==> config.mk <==
export PLATFORM = sky130hd
export DESIGN_NAME = cache_axi_bridge
export DESIGN_NICKNAME = d
export VERILOG_FILES = /design/src/hdl/cab_pkg.sv /design/src/hdl/beat_ctl_if.sv /design/src/hdl/beat_counter.sv /design/src/hdl/line_gather.sv /design/src/hdl/line_scatter.sv /design/src/hdl/rd_channel_fsm.sv /design/src/hdl/wr_channel_fsm.sv /design/src/hdl/cache_axi_bridge.sv
export VERILOG_INCLUDE_DIRS = /design/src /design/src/hdl
export SDC_FILE = /design/constraint.sdc
export NUM_CORES = 2
export LEC_CHECK = 0
export ABC_AREA = 1
export BUFFER_PORTS_ARGS = -buffer_cell sky130_fd_sc_hd__buf_2
export CORE_AREA = 2 2 698 700
export CTS_CLUSTER_SIZE = 12
export DETAILED_ROUTE_END_ITERATION = 16
export DIE_AREA = 0 0 700 702
export GPL_TIMING_DRIVEN = 0
export PLACE_DENSITY_LB_ADDON = 0.2
export SLEW_MARGIN = 20
export SYNTH_ARGS = -nofsm -noshare
export SYNTH_HDL_FRONTEND = slang
export SYNTH_SLANG_ARGS = --single-unit
==> constraint.sdc <==
create_clock -name aclk -period 2.1 [get_ports aclk]
set_clock_uncertainty 0.05 [all_clocks]
set_input_delay 0.42 -clock aclk [delete_from_list [all_inputs] [get_ports aclk]]
set_output_delay 0.42 -clock aclk [all_outputs]
set_load 0.1 [all_outputs]
==> src/hdl/cab_cfg.svh <==
`ifndef CAB_CFG_SVH
`define CAB_CFG_SVH

// line geometry of the bridge
`define CAB_BEAT_W 32   // data bits per axi beat
`define CAB_BEATS  16   // beats in one cache line

// axi address and id widths
`define CAB_ADDR_W 32
`define CAB_ID_W   4    // ar_id carries the read source in bit 0

`endif

==> src/hdl/cab_pkg.sv <==
package cab_pkg;

`include "cab_cfg.svh"

    // one axi data beat
    typedef logic [`CAB_BEAT_W-1:0] beat_t;

    // whole cache line, beat 0 in the lowest word
    typedef beat_t [`CAB_BEATS-1:0] line_t;

    typedef logic [`CAB_ADDR_W-1:0] addr_t; // byte address
    typedef logic [`CAB_ID_W-1:0]   axi_id_t;

    // owner of a read burst, value is the ar_id
    typedef enum logic
    {
        RD_SRC_IC = 1'b0,
        RD_SRC_DC = 1'b1
    } rd_src_e;

endpackage

==> src/hdl/beat_ctl_if.sv <==
`timescale 1ns/1ns

`include "cab_cfg.svh"

interface beat_ctl_if;

    localparam int IDX_W = $clog2(`CAB_BEATS);

    logic             start;    // burst begins, clears the count
    logic             advance;  // beat accepted on the bus
    logic [IDX_W-1:0] idx;      // current beat
    logic             last;     // idx on final beat

    modport fsm (
        output start,
        output advance,
        input  last
    );

    modport cnt (
        input  start,
        input  advance,
        output idx,
        output last
    );

    modport data (
        input start,
        input advance,
        input idx
    );

endinterface

==> src/hdl/beat_counter.sv <==
`timescale 1ns/1ns

`include "cab_cfg.svh"

module beat_counter (
    input logic aclk,
    input logic aresetn,
    beat_ctl_if.cnt ctl
);

    always_ff @(posedge aclk or negedge aresetn)
    begin
        if (!aresetn)
        begin
            ctl.idx <= '0;
        end
        else if (ctl.start)
        begin
            ctl.idx <= '0;                  // new burst
        end
        else if (ctl.advance)
        begin
            ctl.idx <= ctl.idx + 1'b1;      // only on an accepted beat
        end
    end

    // decoded from the index so it cannot drift from the beat count
    assign ctl.last = (ctl.idx == $bits(ctl.idx)'(`CAB_BEATS - 1));

endmodule

==> src/hdl/line_gather.sv <==
`timescale 1ns/1ns

`include "cab_cfg.svh"

module line_gather (
    input  logic           aclk,
    input  logic           aresetn,
    input  cab_pkg::beat_t i_beat,
    beat_ctl_if.data       ctl,
    output cab_pkg::line_t o_line
);

    cab_pkg::line_t line_q;

    // beats enter at the top word and move down, so after a full
    // burst beat 0 sits in word 0
    always_ff @(posedge aclk or negedge aresetn)
    begin
        if (!aresetn)
        begin
            line_q <= '0;
        end
        else if (ctl.start)
        begin
            line_q <= '0;                   // drop the previous line
        end
        else if (ctl.advance)
        begin
            line_q <= {i_beat, line_q[`CAB_BEATS-1:1]};
        end
    end

    assign o_line = line_q;     // stable until next start

endmodule

==> src/hdl/line_scatter.sv <==
`timescale 1ns/1ns

`include "cab_cfg.svh"

module line_scatter (
    input  logic           aclk,
    input  logic           aresetn,
    input  logic           i_load,
    input  cab_pkg::line_t i_line,
    beat_ctl_if.data       ctl,
    output cab_pkg::beat_t o_beat
);

    cab_pkg::line_t line_q;

    always_ff @(posedge aclk or negedge aresetn)
    begin
        if (!aresetn)
        begin
            line_q <= '0;
        end
        else if (i_load)
        begin
            line_q <= i_line;       // whole writeback line at once
        end
    end

    // the index only moves on an accepted beat, so under a w stall
    // the same word stays on the bus
    assign o_beat = line_q[ctl.idx];

endmodule

==> src/hdl/rd_channel_fsm.sv <==
`timescale 1ns/1ns

module rd_channel_fsm (
    input  logic             aclk,
    input  logic             aresetn,
    input  logic             i_ic_req_valid,
    output logic             o_ic_req_ready,
    input  cab_pkg::addr_t   i_ic_addr,
    input  logic             i_dc_rd_valid,
    output logic             o_dc_rd_ready,
    input  cab_pkg::addr_t   i_dc_rd_addr,
    output cab_pkg::axi_id_t o_ar_id,
    output cab_pkg::addr_t   o_ar_addr,
    output logic             o_ar_valid,
    input  logic             i_ar_ready,
    input  cab_pkg::beat_t   i_r_data,
    input  logic             i_r_last,
    input  logic             i_r_valid,
    output logic             o_r_ready,
    output logic             o_ic_line_valid,
    output logic             o_dc_line_valid,
    output cab_pkg::line_t   o_line
);

    typedef enum logic [1:0] {ST_IDLE, ST_ADDR, ST_DATA, ST_DONE} state_e;

    state_e           state;
    state_e           state_nxt;
    cab_pkg::addr_t   addr_q;
    cab_pkg::rd_src_e src_q;
    logic             ic_take;
    logic             dc_take;
    logic             r_beat;

    beat_ctl_if rd_ctl ();

    assign o_dc_rd_ready  = (state == ST_IDLE);
    assign o_ic_req_ready = (state == ST_IDLE) && !i_dc_rd_valid; // dcache wins a tie
    assign dc_take        = i_dc_rd_valid && o_dc_rd_ready;
    assign ic_take        = i_ic_req_valid && o_ic_req_ready;
    assign r_beat         = i_r_valid && o_r_ready;

    always_ff @(posedge aclk or negedge aresetn)
    begin
        if (!aresetn)
            state <= ST_IDLE;
        else
            state <= state_nxt;
    end

    always_comb
    begin
        state_nxt = state;
        case (state)
            ST_IDLE: if (dc_take || ic_take) state_nxt = ST_ADDR;
            ST_ADDR: if (i_ar_ready) state_nxt = ST_DATA;
            // r_last or the counted final beat ends the burst, whichever comes first
            ST_DATA: if (r_beat && (i_r_last || rd_ctl.last)) state_nxt = ST_DONE;
            default: state_nxt = ST_IDLE;   // done lasts one cycle
        endcase
    end

    always_ff @(posedge aclk)
    begin
        if (dc_take)
        begin
            addr_q <= i_dc_rd_addr;
            src_q  <= cab_pkg::RD_SRC_DC;
        end
        else if (ic_take)
        begin
            addr_q <= i_ic_addr;
            src_q  <= cab_pkg::RD_SRC_IC;
        end
    end

    assign o_ar_valid = (state == ST_ADDR);
    assign o_ar_addr  = addr_q;
    assign o_ar_id    = cab_pkg::axi_id_t'(src_q);  // 0 icache, 1 dcache
    assign o_r_ready  = (state == ST_DATA);

    assign rd_ctl.start   = dc_take || ic_take;
    assign rd_ctl.advance = r_beat;

    // steer the finished line to its owner
    assign o_ic_line_valid = (state == ST_DONE) && (src_q == cab_pkg::RD_SRC_IC);
    assign o_dc_line_valid = (state == ST_DONE) && (src_q == cab_pkg::RD_SRC_DC);

    beat_counter u_beat_counter (
        .aclk    (aclk),
        .aresetn (aresetn),
        .ctl     (rd_ctl.cnt)
    );

    line_gather u_line_gather (
        .aclk    (aclk),
        .aresetn (aresetn),
        .i_beat  (i_r_data),
        .ctl     (rd_ctl.data),
        .o_line  (o_line)
    );

endmodule

==> src/hdl/wr_channel_fsm.sv <==
`timescale 1ns/1ns

`include "cab_cfg.svh"

module wr_channel_fsm (
    input  logic                      aclk,
    input  logic                      aresetn,
    input  logic                      i_dc_wr_valid,
    output logic                      o_dc_wr_ready,
    input  cab_pkg::addr_t            i_dc_wr_addr,
    input  cab_pkg::line_t            i_dc_wr_line,
    input  logic [`CAB_BEAT_W/8-1:0]  i_dc_wr_strb,
    output cab_pkg::addr_t            o_aw_addr,
    output logic                      o_aw_valid,
    input  logic                      i_aw_ready,
    output cab_pkg::beat_t            o_w_data,
    output logic [`CAB_BEAT_W/8-1:0]  o_w_strb,
    output logic                      o_w_last,
    output logic                      o_w_valid,
    input  logic                      i_w_ready,
    input  logic                      i_b_valid,
    output logic                      o_b_ready,
    output logic                      o_dc_wr_done
);

    typedef enum logic [1:0] {ST_IDLE, ST_ADDR, ST_DATA, ST_RESP} state_e;

    state_e                   state;
    state_e                   state_nxt;
    cab_pkg::addr_t           addr_q;
    logic [`CAB_BEAT_W/8-1:0] strb_q;
    logic                     wr_take;
    logic                     w_beat;

    beat_ctl_if wr_ctl ();

    assign o_dc_wr_ready = (state == ST_IDLE);
    assign wr_take       = i_dc_wr_valid && o_dc_wr_ready;
    assign w_beat        = o_w_valid && i_w_ready;

    always_ff @(posedge aclk or negedge aresetn)
    begin
        if (!aresetn)
            state <= ST_IDLE;
        else
            state <= state_nxt;
    end

    always_comb
    begin
        state_nxt = state;
        case (state)
            ST_IDLE: if (wr_take) state_nxt = ST_ADDR;
            ST_ADDR: if (i_aw_ready) state_nxt = ST_DATA;
            ST_DATA: if (w_beat && wr_ctl.last) state_nxt = ST_RESP;
            default: if (i_b_valid) state_nxt = ST_IDLE;
        endcase
    end

    always_ff @(posedge aclk)
    begin
        if (wr_take)
        begin
            addr_q <= i_dc_wr_addr;
            strb_q <= i_dc_wr_strb;     // same strobe on every beat
        end
    end

    assign o_aw_valid   = (state == ST_ADDR);
    assign o_aw_addr    = addr_q;
    assign o_w_valid    = (state == ST_DATA);
    assign o_w_strb     = strb_q;
    assign o_w_last     = o_w_valid && wr_ctl.last;
    assign o_b_ready    = (state == ST_RESP);
    assign o_dc_wr_done = i_b_valid && o_b_ready;   // pulse on b handshake

    assign wr_ctl.start   = wr_take;
    assign wr_ctl.advance = w_beat;

    beat_counter u_beat_counter (
        .aclk    (aclk),
        .aresetn (aresetn),
        .ctl     (wr_ctl.cnt)
    );

    line_scatter u_line_scatter (
        .aclk    (aclk),
        .aresetn (aresetn),
        .i_load  (wr_take),
        .i_line  (i_dc_wr_line),
        .ctl     (wr_ctl.data),
        .o_beat  (o_w_data)
    );

endmodule

==> src/hdl/cache_axi_bridge.sv <==
`timescale 1ns/1ns

`include "cab_cfg.svh"

module cache_axi_bridge (
    input  logic                      aclk,
    input  logic                      aresetn,

    // icache refill
    input  logic                      i_ic_req_valid,
    output logic                      o_ic_req_ready,
    input  cab_pkg::addr_t            i_ic_addr,
    output cab_pkg::line_t            o_ic_line,
    output logic                      o_ic_line_valid,

    // dcache refill
    input  logic                      i_dc_rd_valid,
    output logic                      o_dc_rd_ready,
    input  cab_pkg::addr_t            i_dc_rd_addr,
    output cab_pkg::line_t            o_dc_line,
    output logic                      o_dc_line_valid,

    // dcache writeback
    input  logic                      i_dc_wr_valid,
    output logic                      o_dc_wr_ready,
    input  cab_pkg::addr_t            i_dc_wr_addr,
    input  cab_pkg::line_t            i_dc_wr_line,
    input  logic [`CAB_BEAT_W/8-1:0]  i_dc_wr_strb,
    output logic                      o_dc_wr_done,

    // axi master, incr 16 x 4 bytes assumed by the slave
    output cab_pkg::axi_id_t          o_ar_id,
    output cab_pkg::addr_t            o_ar_addr,
    output logic                      o_ar_valid,
    input  logic                      i_ar_ready,
    input  cab_pkg::beat_t            i_r_data,
    input  logic                      i_r_last,
    input  logic                      i_r_valid,
    output logic                      o_r_ready,
    output cab_pkg::addr_t            o_aw_addr,
    output logic                      o_aw_valid,
    input  logic                      i_aw_ready,
    output cab_pkg::beat_t            o_w_data,
    output logic [`CAB_BEAT_W/8-1:0]  o_w_strb,
    output logic                      o_w_last,
    output logic                      o_w_valid,
    input  logic                      i_w_ready,
    input  logic                      i_b_valid,
    output logic                      o_b_ready
);

    cab_pkg::line_t rd_line;    // one gather buffer serves both caches

    assign o_ic_line = rd_line;
    assign o_dc_line = rd_line;

    rd_channel_fsm u_rd_channel (
        .aclk            (aclk),
        .aresetn         (aresetn),
        .i_ic_req_valid  (i_ic_req_valid),
        .o_ic_req_ready  (o_ic_req_ready),
        .i_ic_addr       (i_ic_addr),
        .i_dc_rd_valid   (i_dc_rd_valid),
        .o_dc_rd_ready   (o_dc_rd_ready),
        .i_dc_rd_addr    (i_dc_rd_addr),
        .o_ar_id         (o_ar_id),
        .o_ar_addr       (o_ar_addr),
        .o_ar_valid      (o_ar_valid),
        .i_ar_ready      (i_ar_ready),
        .i_r_data        (i_r_data),
        .i_r_last        (i_r_last),
        .i_r_valid       (i_r_valid),
        .o_r_ready       (o_r_ready),
        .o_ic_line_valid (o_ic_line_valid),
        .o_dc_line_valid (o_dc_line_valid),
        .o_line          (rd_line)
    );

    wr_channel_fsm u_wr_channel (
        .aclk          (aclk),
        .aresetn       (aresetn),
        .i_dc_wr_valid (i_dc_wr_valid),
        .o_dc_wr_ready (o_dc_wr_ready),
        .i_dc_wr_addr  (i_dc_wr_addr),
        .i_dc_wr_line  (i_dc_wr_line),
        .i_dc_wr_strb  (i_dc_wr_strb),
        .o_aw_addr     (o_aw_addr),
        .o_aw_valid    (o_aw_valid),
        .i_aw_ready    (i_aw_ready),
        .o_w_data      (o_w_data),
        .o_w_strb      (o_w_strb),
        .o_w_last      (o_w_last),
        .o_w_valid     (o_w_valid),
        .i_w_ready     (i_w_ready),
        .i_b_valid     (i_b_valid),
        .o_b_ready     (o_b_ready),
        .o_dc_wr_done  (o_dc_wr_done)
    );

endmodule

==> results.ini <==
[synth]
yosysTopAreaCell=dfrtp_1
synth_top_area_share_pct=48.3
seq_area_frac_synth_pct=52.1
synth_async_sr_flop_share_pct=93.8
synthDistinctLibCells=26
yosys_most_used_dff=dfrtp_1
synth_commonest_cells=nand2_1, inv_1, dfrtp_1
yosysWarnings=0
synth_area_sq_mm=0.0537
synth_cells=6801
synth_area_leaders=dfrtp_1, nand2_1, inv_1
yosysMostFrequentCell=nand2_1
ys_ff_latch=1105
syn_area_per_cell_sq_um=7.89
synth_edf_count=68

[timing]
setup_viol=1604
final.period_utilization_pct=157
fin_crit_ns=3.30
tightest_slew_ns=0.747
setup_ws_ns=-1.20
report.final.slew_viol_count=0
relSlewSlack_pct=50.6
rsz0062_at_grt=yes
clock.fmax_ghz=0.303
hold_viol_final=0

[die]
rows=256
die_x_um=700
die_h_um=702
coreArea_sq_mm=0.484
initial_core_util_pct=11.1
io_pins=1795
dieArea_sq_mm=0.491

[hold_path]
hold_class=in2reg

[global_routing]
grt-ovfl-total=0
grt_max_degree=102
grt_pass1_vias=56100
grt_pass1_wl_mm=545
antenna_found_initial=113
grt_use_total_pct=16.5

[power_and_ir_drop]
power.density_mw_per_mm2=1230
leakagePower_nw=50.1
swShare_pct=48.3
power.switching_mw=60.1
ir_worst_vdd_mv=1.47
power_frac_comb_pct=53.9
p_int_mw=64.4
power_frac_seq_pct=24.4
pwr-share-clk_pct=21.8
finalPower_mw=124

[clock_tree]
cts_made_buffers=155
cts_tree=built
clk_path_buf_depth=4
clock_sinks=1105
cts-root-buf=clkbuf_16
htreeDepth=4
clkTransAtPathRegs_ns=0.06
clk_latency_ns=0.85

[worst_setup_path]
worstPathCellList=buf_12, buf_12, buf_6, nand2_1, nand3_1, nand3_2, nand3_4, nand2_1, buf_12
critPathSlowestCell=dfrtp_2
worstPathRequired_ns=1.63
max_stage_delay_ns=0.47
crit_top_cell=buf_12
crit_arrival_ns=2.83
crit_path_end_kind=primary output
worstPathMaxFanout=10
critPathLaunchType=register
path_class=reg2out

[route]
first_pass_iters=5
vias=57700
drt_wl_total_mm=429
wire_per_inst_um=26.2
ant_nets=0
post-route-drc-count=0
drt_iter0_drc=4659
viasPerCell=3.53

[placed_design]
dpl_worst_slack_ns=-2.55
numPortBuffers=1791
gp_congestion=0.929
dp_hpwl_mm=342

[run_status]
outcome=complete, but fails checks
failed_checks=setup timing

[flow_run]
maxCapViolCount=0

[layout]
areaGrowthSynthToFinish_pct=88.5
final_layout_size_suffix_gt1_share_pct=39.3
layout.nets=10400

[final cells by class]
class,count,area (sq um)
flip-flops and latches,1105,28500
well taps,6450,8070
plain buffers,739,6890
multi-input cells,3519,16800
fillers,53900,383000
diodes,50,125
clock buffers,228,4540
repair buffers,2917,30900
clock inverters,43,429
inverters,1307,4950
[worst paths after layout]
kind | startpoint | to | slack, ns | cells past startpoint
setup / recovery | u_wr_channel.u_beat_counter.ctl.idx[0] | o_w_data[0] | -1.20 | 9
hold / removal | i_dc_rd_addr[26] | u_rd_channel.o_ar_addr[26] | 0.15 | 2
setup reg to reg | u_rd_channel.state[0] | u_rd_channel.u_line_gather.o_line[364] | -0.24 | 15
hold reg to reg | u_wr_channel.u_line_scatter.line_q[27] | u_wr_channel.u_line_scatter.line_q[27] | 0.43 | 2
max in group asynchronous | aresetn | u_rd_channel.u_line_gather.o_line[117] | -0.78 | 11
min in group asynchronous | aresetn | u_wr_channel.u_line_scatter.line_q[472] | 0.62 | 5
[timing repair]
| item | 4_1_cts | 5_1_grt |
|---|---|---|
| gates resized for setup | 1347 | 3268 |
| cloned | 33 | 5 |
| endpoints found under the hold margin | 950 | 153 |
| hold buffers | 653 | 1 |
| setup buffers | 143 | 288 |
| setup endpoints to repair | 2561 | 2673 |
| pin swaps | 11 | 33 |
[layer usage]
| layer | track usage [%] | vias to the layer above | wire length, um |
|---|---|---|---|
| li1 | - | 26000 | - |
| met1 | 22.3 | 28800 | 190000 |
| met2 | 24.2 | 2314 | 181000 |
| met3 | 5.05 | 603 | 37400 |
| met4 | 6.76 | 22 | 20100 |
| met5 | 0.696 | - | 698 |
[stage by stage]
stage	utilization [%]	hold slack [ns]	cell area (sq um)	setup TNS, ns	cells
floorplan	-	0.0744	53800	-88.49	6803
global placement	14.6	0.419	70800	-	15000
detailed placement	14.7	0.283	71200	-1427.60	15100
CTS	18.5	0.0300	89600	-683.68	16100
global route	20.9	0.0746	101000	-482.18	16300
finish	20.9	0.147	101000	-318.30	16400
[critical path: cells and delay by family (launching register included)]
kind,cells,cell delay [ns]
flops,1,0.47
buf+inv,4,0.69
simple gates,5,0.77
[sequential cells by signal (all words and copies together), names as in the netlist, 4 cells and up]
register                             cells
u_rd_channel.o_ar_addr                  32
u_wr_channel.o_w_strb                    4
u_rd_channel.u_line_gather.o_line      512
u_wr_channel.u_beat_counter.ctl.idx      4
u_rd_channel.u_beat_counter.ctl.idx      4
u_wr_channel.o_aw_addr                  32
u_wr_channel.u_line_scatter.line_q     512
[power groups by stage]
stage / combinational (mW) / sequential (mW) / clock, mW
floorplan: 27.6 / 35.5 / 0
global placement: 51.1 / 31.0 / 0
detailed placement: 51.2 / 30.8 / 0
CTS: 62.4 / 30.4 / 27.9
global route: 70.8 / 30.9 / 28.6
finish: 67.0 / 30.3 / 27.1
[logic make-up (layout without fill, tap and decap cells)]
family                     count (synthesis)  in the layout  synth area share (%)
AOI/OAI and AO/OA                       1001           1001                  9.35
other                                      1             53               0.00699
buffers and inverters                   2179           5234                  19.5
muxes                                     32             32                 0.671
and+or+nand+nor                         2473           2473                  18.1
DFF                                     1105           1105                  52.1
adders and majority gates                 10             10                 0.233
[cells in the final DEF, fill, tap and decap left out, types with 9 or more instances in the layout]
cell and instances:
inv_6 11, ha_4 9, nand3_4 34, clkbuf_1 57, clkbuf_8 37, a21oi_1 248
inv_1 1292, nor2_2 44, clkbuf_4 27, nand2_1 1718, a21oi_2 17, nand3_2 65
dfrtp_4 44, nand2_2 42, nand2_4 28, buf_2 1189, nor2_1 279, edfxtp_1 68
clkinv_2 19, buf_4 454, dfrtp_2 310, dlygate4sd3_1 650, buf_8 126, clkbuf_2 49
clkbuf_16 164, buf_12 633, nor2_4 19, dfrtp_1 682, bufbuf_16 11, buf_6 437
nand3_1 235, diode_2 50, mux2_2 32, buf_16 47, o21ai_0 730
No activity file was read; power rests on OpenSTA's default activity.
